[src/hw/sync_fifo.sv]
`timescale 1ns/100ps
`default_nettype none

module sync_fifo #(
    parameter type payload_t = logic [31:0],
    parameter int  DEPTH     = 4
) (
    input  wire                             clk_i,
    input  wire                             rst_n_i,

    input  wire                             flush_i,
    input  wire                             push_i,
    input  wire payload_t                   push_data_i,
    input  wire                             pop_i,

    output logic                            valid_o,
    output payload_t                        head_o,
    output logic [$clog2(DEPTH + 1) - 1:0]  level_o
);

    payload_t                         storage_q [DEPTH];
    logic [$clog2(DEPTH) - 1:0]       rd_ptr_q;
    logic [$clog2(DEPTH) - 1:0]       wr_ptr_q;
    logic [$clog2(DEPTH + 1) - 1:0]   count_q;
    logic                             do_push;
    logic                             do_pop;

    assign do_push = push_i & ~flush_i;
    assign do_pop  = pop_i & valid_o & ~flush_i;     // pop on empty is ignored.

    always_ff @(posedge clk_i) begin
        if (!rst_n_i || flush_i) begin
            rd_ptr_q <= '0;
            wr_ptr_q <= '0;
            count_q  <= '0;
        end else begin
            if (do_push) begin
                wr_ptr_q <= (wr_ptr_q == DEPTH - 1) ? '0 : wr_ptr_q + 1'b1;
            end
            if (do_pop) begin
                rd_ptr_q <= (rd_ptr_q == DEPTH - 1) ? '0 : rd_ptr_q + 1'b1;
            end
            case ({do_push, do_pop})
                2'b10:   count_q <= count_q + 1'b1;
                2'b01:   count_q <= count_q - 1'b1;
                default: count_q <= count_q;
            endcase
        end
    end

    always_ff @(posedge clk_i) begin
        if (do_push) begin
            storage_q[wr_ptr_q] <= push_data_i;
        end
    end

    assign valid_o = (count_q != '0);
    assign head_o  = storage_q[rd_ptr_q];
    assign level_o = count_q;

    // producers count credit, so a full queue never sees a push.
    no_push_when_full: assert property (@(posedge clk_i) disable iff (!rst_n_i)
        do_push |-> count_q < DEPTH);

endmodule : sync_fifo

`default_nettype wire

[config.mk]
export PLATFORM = sky130hd
export DESIGN_NAME = sync_fifo
export DESIGN_NICKNAME = d
export VERILOG_FILES = /design/src/hw/sync_fifo.sv
export SDC_FILE = /design/constraint.sdc
export NUM_CORES = 1
export LEC_CHECK = 0
export BUFFER_PORTS_ARGS = -buffer_cell sky130_fd_sc_hd__buf_2
export CAP_MARGIN = 0
export CORE_UTILIZATION = 27
export CTS_CLUSTER_SIZE = 12
export DETAILED_ROUTE_END_ITERATION = 8
export SYNTH_ARGS = -nofsm -noshare
export SYNTH_HDL_FRONTEND = slang
export SYNTH_SLANG_ARGS = --single-unit
[constraint.sdc]
create_clock -name clk_i -period 2.9 [get_ports clk_i]
set_clock_uncertainty 0.05 [all_clocks]
set_input_delay 0 -clock clk_i [delete_from_list [all_inputs] [get_ports clk_i]]
set_output_delay 0 -clock clk_i [all_outputs]
set_load 0.02 [all_outputs]
==> metrics <==
fin area=6738 um2; total vias in the final route=approximately 2600; Die H=~140 um; flop2flop setup slack=about 0.84 ns; FF+latch area=4026 um2; Initial DRT Pass Iterations=4; Initial Util=27.48%; Hold Crit Endpoint=storage_q[2][17]$_DFFE_PP_; via count of the first global-routing pass=2829; Req. time, crit path=about 2.9 ns; hold depth=2; Final Slew Violations=0; max incr delay on CP=a little under 0.6 ns; Peak VDD IR=approximately 0.00040 V; Post-DRT Antenna Nets=0; clk root buf=clkbuf_16; Critical Path Fanout Max=12; slew margin rel.=between 30% and 40%; count of buffers from port buffering=around 70; Area contributors post-synth=edfxtp_1 75%, mux4_2 13%, dfxtp_1 3.5%, ha_1 1.5%, buf_12 1.2%; Synth-to-Final Area Change=31.05%; I/O pin cnt=73; crit path kind=register to primary output; ratio of cells with drive above 1 in the final layout=roughly two fifths; number of nets in the layout=about 400; Min Hold Slack=about 0.28 ns; Total GRT Usage=a little over a tenth; multi-input logic area=between 1000 and 1500 um2; post-synthesis compound-gate area fraction=less than 1%; grt total ovfl=0; post-synth top area share=74.76%; Reg clk slew, reported paths=about 0.06 ns; drt drc=0; Post-Syn Area=slightly above 5000 um2; initial antenna violation count=0; Final Cycle Share=around 74%; worst-margin pin slew=between 0.9 and 1 ns; Worst setup EP type=primary output; CP Buf/Inv Count=2; RSZ-0062 raised after global routing=no; clock tree sinks=137; R2R Path End=level_o[2]$_SDFFE_PP0P_; H-tree depth=4; die width=roughly 140 um; Post-Syn Area per Cell=approximately 23 um2; adder-cell share of the synthesized area=between 1.5 and 2%; HPWL after DPL=6.302 mm; Synth Area in Simple Gates=about 2.4%; fillers=about 1700; leak pwr=2.308 nW; mux share of post-synthesis cell area=between 10% and 20%; Worst Reg-to-Reg Cells=8; CP Launch Type=register; Syn Inst Count=between 200 and 250; Synth Area in XOR/XNOR=less than 1%; Cell Area, Placed=between 5000 and 6000 um2; Power per Cell Area=~660 nW/um2; WL per Instance=16.59 um; Hold WC Path Type=primary input to register; CTS tree=done; max cap viols=0; Bufs on Longest Clock Path=2; drt initial violations=~120; reg2reg start=level_o[0]$_SDFFE_PP0P_; syn_nets=between 200 and 300; largest family of logic cells by synthesized area=multiplexers; vias per inst=roughly 4.3; hold path start=push_data_i[17]; crit path cell chain=buf_4 > mux4_1 > buf_2; # rows=50; worst-skew pair later-pin latency=between 0.4 and 0.5 ns; pin count of the biggest net entering global routing=33; Final Util=36.02%; post-synth cell types=25; Achievable Freq=~460 MHz; Placeable Area=approximately 19000 um2; Arr. time, crit path=2.10 ns; Synthesis Warnings=0; WL final=9.920 mm; post_cts resized=0; area leader, netlist=edfxtp_1; Num CTS Buffers=17; flops & latches, synth=137; slowest CP cell=mux4_1; Top Family by Delay on Critical Path=multiplexers; Fin. Hold Viols=0; placer congestion estimate=between 0.6 and 0.7; post-layout min period=2.151 ns; TNS Setup=0 ns; outcome=finished clean; total die area=19600 um2; first-pass GRT wire length=approximately 16 mm; total chip power=about 0.0045 W; ant diodes=0; final setup fails=0; sequential fraction of the synthesis area=78.27%
==> cell type report <==
type | instances | area share, %
clock inverters | 11 | 1.950
repair buffers | 120 | 12.14
flip-flops and latches | 137 | 59.76
well taps | 234 | 4.345
clock buffers | 19 | 6.425
multi-input cells | 70 | 14.99
inverters | 7 | 0.3900
==> flip-flops by register name (all words and copies together) (netlist names), named ones only <==
| signal | count |
|---|---|
| storage_q | 128 |
| rd_ptr_q | 2 |
| level_o | 3 |
| wr_ptr_q | 2 |
==> placed cells by master, fill, tap and decap left out <==
| cell | n |
|---|---|
| and2_4 | 1 |
| dlygate4sd3_1 | 39 |
| clkinv_1 | 4 |
| dfxtp_2 | 2 |
| clkbuf_16 | 17 |
| mux2i_1 | 1 |
| nor2b_1 | 2 |
| xor2_1 | 2 |
| nor3b_1 | 1 |
| nor2_1 | 7 |
| and2_2 | 4 |
| mux4_2 | 30 |
| nand2_1 | 2 |
| clkinv_4 | 1 |
| mux4_1 | 2 |
| clkbuf_1 | 2 |
| a21oi_1 | 3 |
| buf_4 | 9 |
| clkinv_2 | 2 |
| or3_4 | 1 |
| bufinv_16 | 3 |
| buf_2 | 72 |
| o21ai_0 | 1 |
| dfxtp_1 | 7 |
| ha_1 | 6 |
| o21ai_1 | 2 |
| nand4_1 | 2 |
| fa_1 | 1 |
| or3_1 | 1 |
| edfxtp_1 | 128 |
| clkinvlp_4 | 1 |
| nand2b_1 | 1 |
| inv_1 | 7 |
==> kinds of logic (layout without fill, tap and decap cells) <==
kind of cell | after synthesis | after routing
mux | 33 | 33
buf+inv | 14 | 157
compound gates | 6 | 6
simple gates | 22 | 22
flops | 137 | 137
xor+xnor | 2 | 2
fa+ha+maj | 7 | 7
==> stage by stage <==
step	cells	worst slack, ns
final	598	0.7488
after global routing	598	0.5752
after CTS	598	0.6311
after detailed placement	529	0.8682
after global placement	529	0.9519
after floorplan	221	0.7954
==> repair_timing <==
item                      4_1_cts  5_1_grt
hold endpoints to repair      137        0
buffers inserted                0        0
hold buffers                   39        0
==> how the worst max path moves through the flow <==
stage | start | to | slack [ns] | cells after the start
final | register | head_o[22] | 0.75 | 3
after floorplan | level_o[0]$_SDFFE_PP0P_ | level_o[2]$_SDFFE_PP0P_ | 0.80 | 8
after global placement | level_o[0]$_SDFFE_PP0P_ | level_o[2]$_SDFFE_PP0P_ | 0.95 | 8
after detailed placement | level_o[0]$_SDFFE_PP0P_ | level_o[2]$_SDFFE_PP0P_ | 0.87 | 8
after CTS | register | head_o[22] | 0.63 | 3
after global routing | register | head_o[22] | 0.58 | 3
==> power breakdown <==
group,switching [W],internal (W)
registers,0.00000809,0.00219
clock network,0.000749,0.00133
logic,0.000103,0.0000954
total,0.000860,0.00362
==> cell usage after synthesis <==
| master | instances |
|---|---|
| edfxtp_1 | 128 |
| mux4_2 | 30 |
| dfxtp_1 | 9 |
| inv_1 | 7 |
| nor2_1 | 7 |
| ha_1 | 6 |
| and2_1 | 4 |
| a21oi_1 | 3 |
| buf_12 | 3 |
| buf_2 | 3 |
| mux4_1 | 2 |
| nand2_1 | 2 |
| nand4_1 | 2 |
| nor2b_1 | 2 |
| o21ai_1 | 2 |
| xor2_1 | 2 |
| and2_4 | 1 |
| buf_6 | 1 |
| fa_1 | 1 |
| mux2i_1 | 1 |
| nand2b_1 | 1 |
| nor3b_1 | 1 |
| o21ai_0 | 1 |
| or3_1 | 1 |
| or3_4 | 1 |
==> metal layers <==
metal / track usage [%] / wire length (um) / share of wire [%] / vias up
li1: - / - / - / 1171
met1: 12.56 / 4215 / 42 / 1321
met2: 18.68 / 5140 / 52 / 69
met3: 4.239 / 431 / 4.3 / 21
met4: 3.991 / 133 / 1.3 / 0
met5: 0 / 0 / 0 / -
(Power assumes the default switching activity.)
