===== src/hw/mem_pkg.sv =====
`default_nettype none

package mem_pkg;

    // ************************************************************************
    // sizes
    // ************************************************************************

    localparam int MEMORY_SIZE = 256;    // bytes, shared by code and data.
    localparam int ADDR_W      = 8;      // log2 of MEMORY_SIZE.
    localparam int XLEN        = 32;

    localparam int IQ_DEPTH = 4;         // instruction queue entries.
    localparam int LQ_DEPTH = 4;         // load queue entries.

    // ************************************************************************
    // access width and queue payloads
    // ************************************************************************

    typedef enum logic [1:0] {
        BYTE      = 2'b00,
        HALF_WORD = 2'b01,
        WORD      = 2'b10
    } width_t;

    // one fetched word together with the pc it came from.
    typedef struct packed {
        logic [XLEN - 1:0] pc;
        logic [XLEN - 1:0] instruction;
    } fetch_entry_t;

    typedef struct packed {
        logic [XLEN - 1:0] value;        // already sign or zero extended.
    } load_entry_t;

endpackage : mem_pkg

`default_nettype wire


===== src/hw/fetch_unit.sv =====
`timescale 1ns/100ps
`default_nettype none

module fetch_unit (
    input  wire                                       clk_i,
    input  wire                                       rst_n_i,

    input  wire                                       start_i,
    input  wire [mem_pkg::XLEN - 1:0]                 start_pc_i,
    input  wire                                       redirect_i,
    input  wire [mem_pkg::XLEN - 1:0]                 redirect_pc_i,
    input  wire [$clog2(mem_pkg::IQ_DEPTH + 1) - 1:0] level_i,

    // memory side.
    output logic                                      fetch_o,
    output logic [mem_pkg::ADDR_W - 1:0]              fetch_addr_o,
    output logic                                      invalidate_o,
    input  wire                                       fetch_valid_i,
    input  wire [mem_pkg::XLEN - 1:0]                 fetch_instruction_i,

    // instruction queue side.
    output logic                                      flush_o,
    output logic                                      push_o,
    output mem_pkg::fetch_entry_t                     entry_o
);

    logic [mem_pkg::XLEN - 1:0] pc_q;
    logic [mem_pkg::XLEN - 1:0] inflight_pc_q;
    logic                       running_q;
    logic                       inflight_q;
    logic                       has_space;

    // the fetch in flight already owns a slot in the queue.
    assign has_space = (level_i + inflight_q) < mem_pkg::IQ_DEPTH;

    // no issue in the cycle the pc is being (re)loaded.
    assign fetch_o      = running_q & has_space & ~start_i & ~redirect_i;
    assign fetch_addr_o = pc_q[mem_pkg::ADDR_W - 1:0];

    assign invalidate_o = redirect_i;
    assign flush_o      = redirect_i;

    always_ff @(posedge clk_i) begin
        if (!rst_n_i) begin
            pc_q       <= '0;
            running_q  <= 1'b0;
            inflight_q <= 1'b0;
        end else begin
            inflight_q <= fetch_o;
            if (redirect_i) begin
                pc_q      <= redirect_pc_i;
                running_q <= 1'b1;
            end else if (start_i) begin
                pc_q      <= start_pc_i;
                running_q <= 1'b1;
            end else if (fetch_o) begin
                pc_q <= pc_q + 32'd4;
            end
        end
    end

    always_ff @(posedge clk_i) begin
        if (fetch_o) begin
            inflight_pc_q <= pc_q;
        end
    end

    // every unmasked response goes straight into the queue.
    assign push_o              = fetch_valid_i;
    assign entry_o.pc          = inflight_pc_q;
    assign entry_o.instruction = fetch_instruction_i;

endmodule : fetch_unit

`default_nettype wire


===== config.mk =====
export PLATFORM = sky130hd
export DESIGN_NAME = fetch_unit
export DESIGN_NICKNAME = d
export VERILOG_FILES = /design/src/hw/mem_pkg.sv /design/src/hw/fetch_unit.sv
export SDC_FILE = /design/constraint.sdc
export NUM_CORES = 1
export LEC_CHECK = 0
export BUFFER_PORTS_ARGS = -buffer_cell sky130_fd_sc_hd__buf_2
export CORE_ASPECT_RATIO = 0.9
export CORE_MARGIN = 4
export CORE_UTILIZATION = 50
export CTS_CLUSTER_SIZE = 28
export DETAILED_ROUTE_END_ITERATION = 8
export HOLD_SLACK_MARGIN = 0.1
export PLACE_DENSITY = 0.95
export REMOVE_ABC_BUFFERS = 1
export SLEW_MARGIN = 20
export SYNTH_ARGS = -nofsm -noshare
export SYNTH_HDL_FRONTEND = slang
export SYNTH_SLANG_ARGS = --single-unit

===== constraint.sdc =====
create_clock -name clk_i -period 6.5 [get_ports clk_i]
set_input_delay 0.325 -clock clk_i [delete_from_list [all_inputs] [get_ports clk_i]]
set_output_delay 0.325 -clock clk_i [all_outputs]
set_load 0.02 [all_outputs]

==> results.sh <==
export IMPL_cts_sinks=66
export IMPL_dr_pass1_iters=5
export IMPL_outcome="finished, final reports clean"
export IMPL_postRouteWirelength_mm=11.27
export IMPL_busiest_layer="met2"
export IMPL_finalSetupViolations=0
export IMPL_synth_edf_count=32
export IMPL_viasPerCell=6.087
export IMPL_postSynthCellCount=385
export IMPL_track_usage=0.2591
export IMPL_area_delta_synth_final_pct=12.10
export IMPL_die_area_um2=8686
export IMPL_final_util=0.5779
export IMPL_worst_setup_path_type="reg -> out"
export IMPL_r2r_start="pc_q[6]$_SDFFE_PN0P_"
export IMPL_worst_slew_pin_slew_ns=0.9338
export IMPL_drt_iter0_drc=270
export IMPL_synthArstFlopShare=0
export IMPL_clock_root_buffer="clkbuf_8"
export IMPL_drc=0
export IMPL_synth_top_family_by_area="simple AND/OR/NAND/NOR gates"
export IMPL_synth_ff_type="dfxtp_1"
export IMPL_fp_dieW_um=97.80
export IMPL_netlist_cell_type_count=53
export IMPL_holdCritStartpoint="redirect_pc_i[0]"
export IMPL_grt_max_degree=45
export IMPL_htreeDepth=3
export IMPL_cts_tree="done"
export IMPL_max_freq_mhz=364.0
export IMPL_pin_count=180
export IMPL_syn_area_um2=3628
export IMPL_postSynthAreaPerCell_um2=9.425
export IMPL_synth_xor_area_frac=0.04345
export IMPL_tns_ns=0
export IMPL_power_density_nw_per_um2=222.1
export IMPL_fin_crit_sh=0.4226
export IMPL_finalWeightedCongestion=0.9859
export IMPL_rsz0062_at_grt="no"
export IMPL_io_buffers=113
export IMPL_end_kind="primary output"
export IMPL_postCtsSetupBuffers=0
export IMPL_synth_common_cells="buf_4 (43), dfxtp_1 (34), edfxtp_1 (32), a21oi_1 (30), o21ai_0 (28)"
export IMPL_ys_seq_area_frac=0.4524
export IMPL_overflow=0
export IMPL_grt_antenna_before_repair=0
export IMPL_dpl_cell_area_um2=3905
export IMPL_startpoint_type="register"
export IMPL_total_power_mw=0.9036
export IMPL_clk_pin_slew_worst_paths_ns=0.07
export IMPL_cp_arrival_ns=2.42
export IMPL_antennaDiodeCount=0
export IMPL_slowest_stage="nor2_4"
export IMPL_hpwl_mm=8.102
export IMPL_ys_ff_latch=66
export IMPL_yosys_warnings=0
export IMPL_num_rows=29
export IMPL_dieHeight_um=88.82
export IMPL_vdd_drop_max_mv=0.08549
export IMPL_skew_ns=0.01179
export IMPL_fin_crit_ns=2.747
export IMPL_drv_slew=0
export IMPL_fin_area_um2=4068
export IMPL_muxShareOfSynthArea=0.01931
export IMPL_cp_cell_sequence="and3_1 -> or2_2 -> nor2_4 -> buf_2"
export IMPL_cp_top_family="simple AND/OR/NAND/NOR gates"
export IMPL_via_count=3293
export IMPL_synthSimpleGateAreaFrac=0.1786
export IMPL_synth_top_area_frac=0.2648
export IMPL_cap_violations=0
export IMPL_cp_num_buf_inv=1
export IMPL_cpPeakStageDelay_ns=0.75
export IMPL_clockBufferDepth=2
export IMPL_drive_above_1_share=0.3125
export IMPL_drtAntennaViolNets=0
export IMPL_synthAdderAreaFrac=0.003448
export IMPL_core_um2=7039
export IMPL_clock_latency_ns=0.35
export IMPL_cts_made_buffers=9
export IMPL_synth_compound_area_frac=0.1776
export IMPL_crit_start="inflight_q$_SDFF_PN0_"
export IMPL_slew_headroom=0.3760
export IMPL_cts_resized=0
export IMPL_layout_nets=549
export IMPL_hold_buffers=0
export IMPL_grt_use_met2=0.3659
export IMPL_grt_pass1_wl_mm=16.93
export IMPL_initial_core_util=0.5155
export IMPL_grt_met3_usage=0.1292
export IMPL_wl_per_cell_um=20.82
export IMPL_ys_top_cells_by_area="edfxtp_1 (26%), dfxtp_1 (19%), buf_4 (8.9%)"
export IMPL_grt_use_met1=0.3373
export IMPL_cp_required_ns=6.17
export IMPL_synth_top_area_cell="edfxtp_1"
export IMPL_grt_pass1_vias=3131
export IMPL_critPathMaxFanout=33
export IMPL_hold_viol_final=0
export IMPL_static_leakage_power_nw=1.662
export IMPL_hp_class="in -> reg"
export IMPL_synth_most_common_cell="buf_4"
-- flip-flops by register name, summed over array words and instances (netlist names) --
register,count
inflight_q,1
running_q,1
pc_q,32
inflight_pc_q,32
-- through the flow --
stage          setup slack (ns)  std cells  hold WS, ns
6_report                  3.753        541       0.2075
3_3_place_gp              3.962        526       0.4329
5_1_grt                   3.614        541       0.2083
3_5_place_dp              3.904        526       0.4349
4_1_cts                   3.736        541       0.2064
2_1_floorplan             3.499        320       0.4280
-- path summary, 6_finish.rpt --
kind / to / slack, ns / cells past startpoint
worst min register to register: inflight_pc_q[1]$_DFFE_PP_ / 0.45 / 0
worst max-delay path: fetch_o / 3.75 / 4
worst min-delay path: pc_q[0]$_SDFFE_PN0P_ / 0.21 / 3
worst max register to register: pc_q[26]$_SDFFE_PN0P_ / 4.28 / 5
-- where the power goes --
group | switching (mW) | total, mW | internal (mW)
registers | 0.0245 | 0.482 | 0.458
logic | 0.0736 | 0.126 | 0.0519
clock network | 0.151 | 0.296 | 0.145
-- logic make-up after synthesis --
logic type	count (synthesis)
multiplexers	7
adder cells (fa/ha/maj)	1
AND/OR/NAND/NOR	116
XOR/XNOR	18
AO/OA/AOI/OAI	101
flip-flops	66
buffers and inverters	76
-- worst reg2reg max path: cells and delay by family (launching register included) --
family / cells / cell delay, ns
AO/OA/AOI/OAI: 1 / 0.09
AND/OR/NAND/NOR: 4 / 1.54
flip-flops: 1 / 0.51
-- layout make-up --
cell class                      instances  area [um^2]
Timing Repair Buffer                  113        565.5
Fill cell                             619         2972
Multi-Input combinational cell        243         1540
Inverter                               11        41.29
Tap cell                               93        116.4
Sequential cell                        66         1642
Clock buffer                           12        145.1
Clock inverter                          3        17.52
-- layer usage --
layer  part of all wire  up-vias  wire length [um]
met5                  0        -                 0
met4              0.018        0               200
met3               0.14       24              1537
met2               0.43      265              4794
met1               0.42     1522              4734
li1                   -     1482                 -
-- cell usage in the layout (no fill, tap or decap), types with 4 or more instances in the layout --
cell         n
a21oi_1     30
o21ai_0     28
and2_1       5
nand2_1     25
edfxtp_1    32
nand2b_1     4
xor2_1      11
and3_1       7
nand3_1      8
buf_2      113
nor3_1       7
nor2b_1      7
o221ai_1     4
nand4_1     12
mux2i_1      7
xnor2_1      7
clkbuf_8    10
o2bb2ai_1    4
dfxtp_1     34
inv_1       10
a221oi_1     9
a31oi_1      4
o22ai_1      4
nor2_1      20
No activity file was read; power rests on OpenSTA's default activity.
