$ cat config.mk
export PLATFORM = sky130hd
export DESIGN_NAME = load_store_unit
export DESIGN_NICKNAME = d
export VERILOG_FILES = /design/src/hw/mem_pkg.sv /design/src/hw/load_store_unit.sv
export SDC_FILE = /design/constraint.sdc
export NUM_CORES = 1
export LEC_CHECK = 0
export BUFFER_PORTS_ARGS = -buffer_cell sky130_fd_sc_hd__buf_2
export CORE_MARGIN = 1
export CORE_UTILIZATION = 30
export DETAILED_ROUTE_END_ITERATION = 12
export PLACE_DENSITY = 0.78
export SETUP_SLACK_MARGIN = 0.02
export SYNTH_ARGS = -nofsm -noshare
export SYNTH_HDL_FRONTEND = slang
export SYNTH_SLANG_ARGS = --single-unit
export TNS_END_PERCENT = 100
$ cat constraint.sdc
create_clock -name clk_i -period 1.7 [get_ports clk_i]
set_clock_uncertainty 0.2 [all_clocks]
set_input_delay 0.17 -clock clk_i [delete_from_list [all_inputs] [get_ports clk_i]]
set_output_delay 0.17 -clock clk_i [all_outputs]
set_load 0.01 [all_outputs]
$ cat src/hw/mem_pkg.sv
`default_nettype none

package mem_pkg;

    // ************************************************************************
    // sizes
    // ************************************************************************

    localparam int MEMORY_SIZE = 256;    // bytes, shared by code and data.
    localparam int ADDR_W      = 8;      // log2 of MEMORY_SIZE.
    localparam int XLEN        = 32;

    localparam int IQ_DEPTH = 4;         // instruction queue entries.
    localparam int LQ_DEPTH = 4;         // load queue entries.

    // ************************************************************************
    // access width and queue payloads
    // ************************************************************************

    typedef enum logic [1:0] {
        BYTE      = 2'b00,
        HALF_WORD = 2'b01,
        WORD      = 2'b10
    } width_t;

    // one fetched word together with the pc it came from.
    typedef struct packed {
        logic [XLEN - 1:0] pc;
        logic [XLEN - 1:0] instruction;
    } fetch_entry_t;

    typedef struct packed {
        logic [XLEN - 1:0] value;        // already sign or zero extended.
    } load_entry_t;

endpackage : mem_pkg

`default_nettype wire

$ cat src/hw/load_store_unit.sv
`timescale 1ns/100ps
`default_nettype none

module load_store_unit (
    input  wire                                       clk_i,
    input  wire                                       rst_n_i,

    // requests from the core side.
    input  wire                                       load_i,
    input  wire                                       store_i,
    input  wire [mem_pkg::ADDR_W - 1:0]               addr_i,
    input  wire mem_pkg::width_t                      width_i,
    input  wire                                       unsigned_i,
    input  wire [mem_pkg::XLEN - 1:0]                 store_data_i,
    output logic                                      load_ready_o,
    output logic                                      store_done_o,

    // memory side.
    output logic                                      mem_load_o,
    output logic                                      mem_store_o,
    output logic [mem_pkg::ADDR_W - 1:0]              mem_addr_o,
    output mem_pkg::width_t                           mem_width_o,
    output logic [mem_pkg::XLEN - 1:0]                mem_store_data_o,
    input  wire                                       mem_load_valid_i,
    input  wire [mem_pkg::XLEN - 1:0]                 mem_load_data_i,
    input  wire                                       mem_store_done_i,

    // load queue side.
    input  wire [$clog2(mem_pkg::LQ_DEPTH + 1) - 1:0] level_i,
    output logic                                      push_o,
    output mem_pkg::load_entry_t                      entry_o
);

    logic [1:0]      offset_q;
    mem_pkg::width_t width_q;
    logic            unsigned_q;
    logic            inflight_q;
    logic [7:0]      sel_byte;
    logic [15:0]     sel_half;
    logic            sign_bit;

    // ************************************************************************
    // request path
    // ************************************************************************

    assign mem_load_o       = load_i;
    assign mem_store_o      = store_i;
    assign mem_addr_o       = addr_i;
    assign mem_width_o      = width_i;
    assign mem_store_data_o = store_data_i;
    assign store_done_o     = mem_store_done_i;

    // a load in flight already holds a slot in the queue.
    assign load_ready_o = (level_i + inflight_q) < mem_pkg::LQ_DEPTH;

    always_ff @(posedge clk_i) begin
        if (!rst_n_i) begin
            inflight_q <= 1'b0;
        end else begin
            inflight_q <= load_i;
        end
    end

    always_ff @(posedge clk_i) begin
        if (load_i) begin
            offset_q   <= addr_i[1:0];
            width_q    <= width_i;
            unsigned_q <= unsigned_i;
        end
    end

    // ************************************************************************
    // response path
    // ************************************************************************

    assign sel_byte = mem_load_data_i[8 * offset_q +: 8];
    assign sel_half = offset_q[1] ? mem_load_data_i[31:16] : mem_load_data_i[15:0];

    always_comb begin
        sign_bit = 1'b0;
        case (width_q)
            mem_pkg::BYTE: begin
                sign_bit      = sel_byte[7] & ~unsigned_q;
                entry_o.value = {{(mem_pkg::XLEN - 8){sign_bit}}, sel_byte};
            end
            mem_pkg::HALF_WORD: begin
                sign_bit      = sel_half[15] & ~unsigned_q;
                entry_o.value = {{(mem_pkg::XLEN - 16){sign_bit}}, sel_half};
            end
            default: entry_o.value = mem_load_data_i;   // whole word.
        endcase
    end

    assign push_o = mem_load_valid_i;

    no_load_and_store: assert property (@(posedge clk_i) disable iff (!rst_n_i)
        !(load_i && store_i));

    load_aligned: assert property (@(posedge clk_i) disable iff (!rst_n_i)
        load_i |-> (width_i != mem_pkg::HALF_WORD || !addr_i[0]) &&
                   (width_i != mem_pkg::WORD || addr_i[1:0] == 2'b00));

    // the queue credit must be available before a load is sent.
    load_only_when_ready: assert property (@(posedge clk_i) disable iff (!rst_n_i)
        load_i |-> load_ready_o);

endmodule : load_store_unit

`default_nettype wire

==> results.yml, run 1 <==
run_status:
  status: "finished, violations left"
  violations: "setup timing"
setup_path:
  cp-start-kind: "flop"
  path_max_fanout: 5
  max_stage_delay_ps: 580
  crit_path_top_delay_cell: "or4b_4"
  critPathRequiredTime_ps: 1330
  path_class: "flop to primary output"
  worst_ep_arrival_time_ps: 1750
  cp-end-kind: "primary output"
  crit_chain: "buf_6, or4b_4, nor2_2, a2111oi_2, buf_2"
sta:
  slew_violations: 0
  setup-tns-final_ps: -11350
  period_share_pct: 125
  tightest_slew_ps: 339
  slew_headroom_pct: 77.3
  final-setup-viol-count: 32
  hold_viol_final: 0
  setup_ws_ps: -419
  fin_hold_ws_ps: 51.4
  rsz0062_at_grt: "true"
  period_needed_ps: 2120
  fmax_mhz: 472
grt:
  grt_max_degree: 17
  globalRouteOverflowTotal: 0
  grt_pass1_wl_um: 6260
  first_global_vias: 1355
  grtUsageTotal_pct: 17.8
  antenna_found_initial: 0
drt:
  antenna_left: 0
  first_pass_iters: 4
  avgViaCountPerCell: 5.11
  wire_per_inst_um: 15.1
  dr_total_vias: 1451
  wirelength_um: 4280
  drc: 0
  drt_iter0_drc: 39
floorplanning:
  rows: 23
  initial_core_util_pct: 32.2
  io_pins: 163
  core_um2: 4120
  dieWidth_um: 68.5
  die_area_um2: 4690
  die_y_um: 68.5
power:
  p_leak_nw: 0.878
  total_power_w: 0.000988
  ir_drop_uv: 473
  powerDensity_nw_per_um2: 561
place:
  post-place-ws_ps: -323
  dp_cells: 269
  io_buffers: 80
  hpwl_um: 3260
  gp_congestion: 0.787
worst_hold_path:
  min-delay-start: "load_i"
  worst_hold_path.endpoint: "unsigned_q"
  hold_path_class: "input port to flop"
  worstHoldPathCells: 1
clocking:
  numCtsBuffers: 3
  clock_path_buffers: 2
  ctsHtreeMaxLevel: 1
  cts.sinks: 6
  clk_pin_slew_worst_paths_ps: 40
  cts_tree: "done"
  clockRootBuffer: "clkbuf_8"
logic_synthesis:
  synthesis.area_um2: 1330
  yosysUniqueCellTypes: 37
  synth_edf_count: 5
  yosysTopAreaCellShare_pct: 26.0
  async_reset_ff_share_pct: 0
  synth_area_per_cell_um2: 7.49
  synth_flop_cell: "edfxtp_1"
  syn_nets: 261
  synth_top_cell_by_area: "buf_4"
  ys_warn_count: 0
  ys_seq_area_share_pct: 12.8
  synthesis.instances: 177
  netlist_top_cells_area: "buf_4 (26%), edfxtp_1 (11%), nand2_1 (7.1%), o21ai_0 (6.0%), a2111oi_2 (4.5%)"
  ys_seq_elements: 6
finish:
  antenna_cells: 0
  multi_input_area_um2: 785
  area_delta_synth_final_pct: 32.7
  num-nets-final: 319
  final_layout_size_suffix_gt1_share_pct: 56.0
  seq_area_um2: 170
  final_cell_count_no_fill: 284
  fillers: 422
flow_run:
  drv_cap: 0
routing by layer:
layer  up-vias  global-route usage (%)  wire length (um)
li1        702                       -                 -
met3        12                    3.13               317
met1       666                    20.4              1720
met5         -                       0                 0
met2        71                    31.5              2170
met4         0                    9.11                80
report_power, final:
part | total (W) | switching (W) | leakage (nW) | internal, W
clock network | 0.000223 | 0.0000613 | 0.0228 | 0.000161
logic | 0.000574 | 0.000287 | 0.798 | 0.000287
registers | 0.000191 | 0.0000184 | 0.0573 | 0.000173
total | 0.000988 | 0.000366 | 0.878 | 0.000622
layout make-up:
class / instances / share of cell area (%)
inverters: 4 / 0.853
repair buffers: 111 / 38.8
clock buffers: 4 / 2.56
well taps: 50 / 3.55
flip-flops and latches: 6 / 9.67
multi-input cells: 109 / 44.6
critical path, delay by kind of cell (launching register included):
family	cells	cell delay (ps)
AND/OR/NAND/NOR	2	710
AO/OA/AOI/OAI	1	50
flip-flops	1	460
buffers and inverters	2	310
layout by cell type, fill, tap and decap left out, drive strengths merged:
| cell type | n |
|---|---|
| buf | 105 |
| nand2 | 26 |
| o21ai | 18 |
| nand3 | 7 |
| dlygate4sd3 | 6 |
| nor2 | 6 |
| mux2 | 5 |
| nor3 | 5 |
| edfxtp | 5 |
| a32oi | 4 |
| inv | 4 |
| and3b | 4 |
| a211oi | 4 |
| a2111oi | 4 |
| clkbuf | 4 |
| and4b | 3 |
| a221o | 3 |
| nand3b | 3 |
| nand4 | 3 |
| mux2i | 2 |
| and2b | 2 |
| or2 | 1 |
| mux4 | 1 |
| nor2b | 1 |
| nand2b | 1 |
| or2b | 1 |
| or4b | 1 |
| o21bai | 1 |
| o211ai | 1 |
| a31oi | 1 |
| and2 | 1 |
| dfxtp | 1 |
state kept, by name (all words and copies together), names as in the netlist:
register,cells
inflight_q,1
offset_q,2
unsigned_q,1
width_q,2
Yosys cell counts, types with 4 or more instances:
library cell  number
nand3_1            7
nand2_1           25
edfxtp_1           5
nor3_1             5
a2111oi_2          4
and3b_1            4
a32oi_1            4
clkbuf_1           7
buf_4             46
inv_1              4
a211oi_1           4
nor2_1             6
o21ai_0           16
mux2_2             5
how the worst max path moves through the flow:
stage | end | slack (ps) | start | cells past startpoint
finish | entry_o[3] | -420 | offset_q[1] | 5
global route | entry_o[4] | -500 | offset_q[1] | 5
CTS | entry_o[4] | -410 | offset_q[1] | 5
detailed placement | entry_o[10] | -320 | offset_q[1] | 5
global placement | entry_o[12] | -180 | offset_q[1] | 5
floorplan | entry_o[1] | 30 | offset_q[1] | 4
kinds of logic (layout without fill, tap and decap cells):
kind of cell           Yosys count  count (layout)  share of synthesized area, %
AOI/OAI and AO/OA               36              36                          20.4
buffers and inverters           62             119                          32.0
DFF                              6               6                          12.8
muxes                            8               8                          7.74
and+or+nand+nor                 65              65                          27.1
through the flow:
stage,area [um^2],utilization (%)
after floorplan,1330,-
after global placement,1540,37.5
after detailed placement,1540,37.5
after CTS,1750,42.4
after global routing,1760,42.8
final,1760,42.8
what timing repair did:
| action | 4_1_cts | 5_1_grt |
|---|---|---|
| pin swaps | 5 | 2 |
| hold buffers | 6 | 0 |
| cloned | 1 | 0 |
| endpoints found under the hold margin | 6 | 0 |
| buffers inserted | 5 | 0 |
| endpoints found under the setup margin | 32 | 32 |
| gates resized for setup | 16 | 5 |
Power figures use the tool's default switching activity.
==> inputs of run 2 (changes only) <==
- MAX_ROUTING_LAYER: not set -> met4
==> results.yml, run 2 (synthesis results as in run 1) <==
place:
  post-place-ws_ps: -323
  io_buffers: 80
  hpwl_um: 3260
  gp_congestion: 0.798
sta:
  tightest_slew_ps: 338
  setup-tns-final_ps: -11380
  slew_headroom_pct: 77.4
  period_share_pct: 125
  setup_ws_ps: -419
  period_needed_ps: 2120
  rsz0062_at_grt: "true"
  fmax_mhz: 472
  final-setup-viol-count: 32
  hold_viol_final: 0
  slew_violations: 0
setup_path:
  crit_chain: "buf_6, or4b_4, nor2_2, a2111oi_2, buf_2"
  path_max_fanout: 5
  crit_family: "simple AND/OR/NAND/NOR gates"
  crit_path_top_delay_cell: "or4b_4"
  critical_path_buf_inv_count: 2
  path_class: "flop to primary output"
  critPathRequiredTime_ps: 1330
  cp-start-kind: "flop"
  worst_ep_arrival_time_ps: 1750
  cp-end-kind: "primary output"
  max_stage_delay_ps: 580
power:
  total_power_w: 0.000989
  p_int_w: 0.000622
  power_switching_w: 0.000367
  combPwrFrac_pct: 58.1
  p_sw_share_pct: 37.1
  p_seq_share_pct: 19.4
  powerDensity_nw_per_um2: 562
  clockPowerShare_pct: 22.5
  p_leak_nw: 0.878
  ir_drop_uv: 472
finish:
  fillers: 422
  final_cell_mix: "buf_2 (80), nand2_1 (25), buf_4 (18)"
  final_util_pct: 42.8
  final_common_cell: "buf_2"
  seq_area_um2: 170
  antenna_cells: 0
  multi_input_area_um2: 785
  top_regs: "offset_q x2, width_q x2"
  num-nets-final: 319
  final_layout_size_suffix_gt1_share_pct: 56.0
  area_delta_synth_final_pct: 32.7
drt:
  avgViaCountPerCell: 5.10
  wirelength_um: 4280
  wl_met3_um: 285
  wl_met1_um: 1760
  dr_total_vias: 1448
  route.top_layer_used: "met4"
  antenna_left: 0
  drc: 0
  wire_per_inst_um: 15.1
  dr_wl_met2_um: 2160
  drt_iter0_drc: 52
  first_pass_iters: 4
grt:
  grtUsageTotal_pct: 18.3
  grt_pass1_wl_um: 6230
  antenna_found_initial: 0
  grt_max_degree: 17
  first_global_vias: 1355
  globalRouteOverflowTotal: 0
clocking:
  clockRootBuffer: "clkbuf_8"
  ctsHtreeMaxLevel: 1
  clk_pin_slew_worst_paths_ps: 40
  cts_tree: "done"
  cts.sinks: 6
  clock_path_buffers: 2
  numCtsBuffers: 3
run_status:
  status: "finished, violations left"
  violations: "setup timing"
floorplanning:
  die_area_um2: 4690
  rows: 23
  dieWidth_um: 68.5
  initial_core_util_pct: 32.2
  die_y_um: 68.5
  core_um2: 4120
  io_pins: 163
worst_hold_path:
  hold_path_class: "input port to flop"
flow_run:
  drv_cap: 0
[run 2: cell counts in the layout (fill, tap and decap cells not counted)]
No cell type changed its count.
[run 2: final timing paths]
path | slack [ps] | startpoint | to | cells past startpoint
max | -420 | offset_q[1] | entry_o[3] | 5
min | 50 | load_i | unsigned_q | 1
[run 2: area by class of cell]
class | count | area share, %
multi-input cells | 109 | 44.6
well taps | 50 | 3.55
inverters | 4 | 0.853
flip-flops and latches | 6 | 9.67
clock buffers | 4 | 2.56
repair buffers | 111 | 38.8
[run 2: power groups by stage]
stage	clock (W)	sequential (W)	combinational [W]
4_1_cts	0.000228	0.000190	0.000570
6_report	0.000223	0.000191	0.000575
3_5_place_dp	0	0.000191	0.000515
2_1_floorplan	0	0.000183	0.000384
3_3_place_gp	0	0.000191	0.000507
5_1_grt	0.000239	0.000194	0.000626
[run 2: metrics by stage]
step | area (um^2) | std cells | hold slack [ps]
3_5_place_dp | 1540 | 269 | 140
4_1_cts | 1750 | 284 | 51.4
6_report | 1760 | 284 | 49.2
2_1_floorplan | 1330 | 177 | 68.9
5_1_grt | 1760 | 284 | 52.0
3_3_place_gp | 1540 | 269 | 140
[run 2: what timing repair did]
action / 4_1_cts / 5_1_grt
setup buffers: 5 / 0
hold endpoints to repair: 6 / 0
hold buffers: 6 / 0
resized for setup: 16 / 5
cloned: 1 / 0
endpoints found under the setup margin: 32 / 32
pin swaps: 5 / 2
[run 2: per-layer routing]
metal,GRT usage (%),vias to the layer above
met3,2.30,12
met5,-,-
met1,20.6,663
met2,31.6,71
met4,9.11,0
li1,-,702
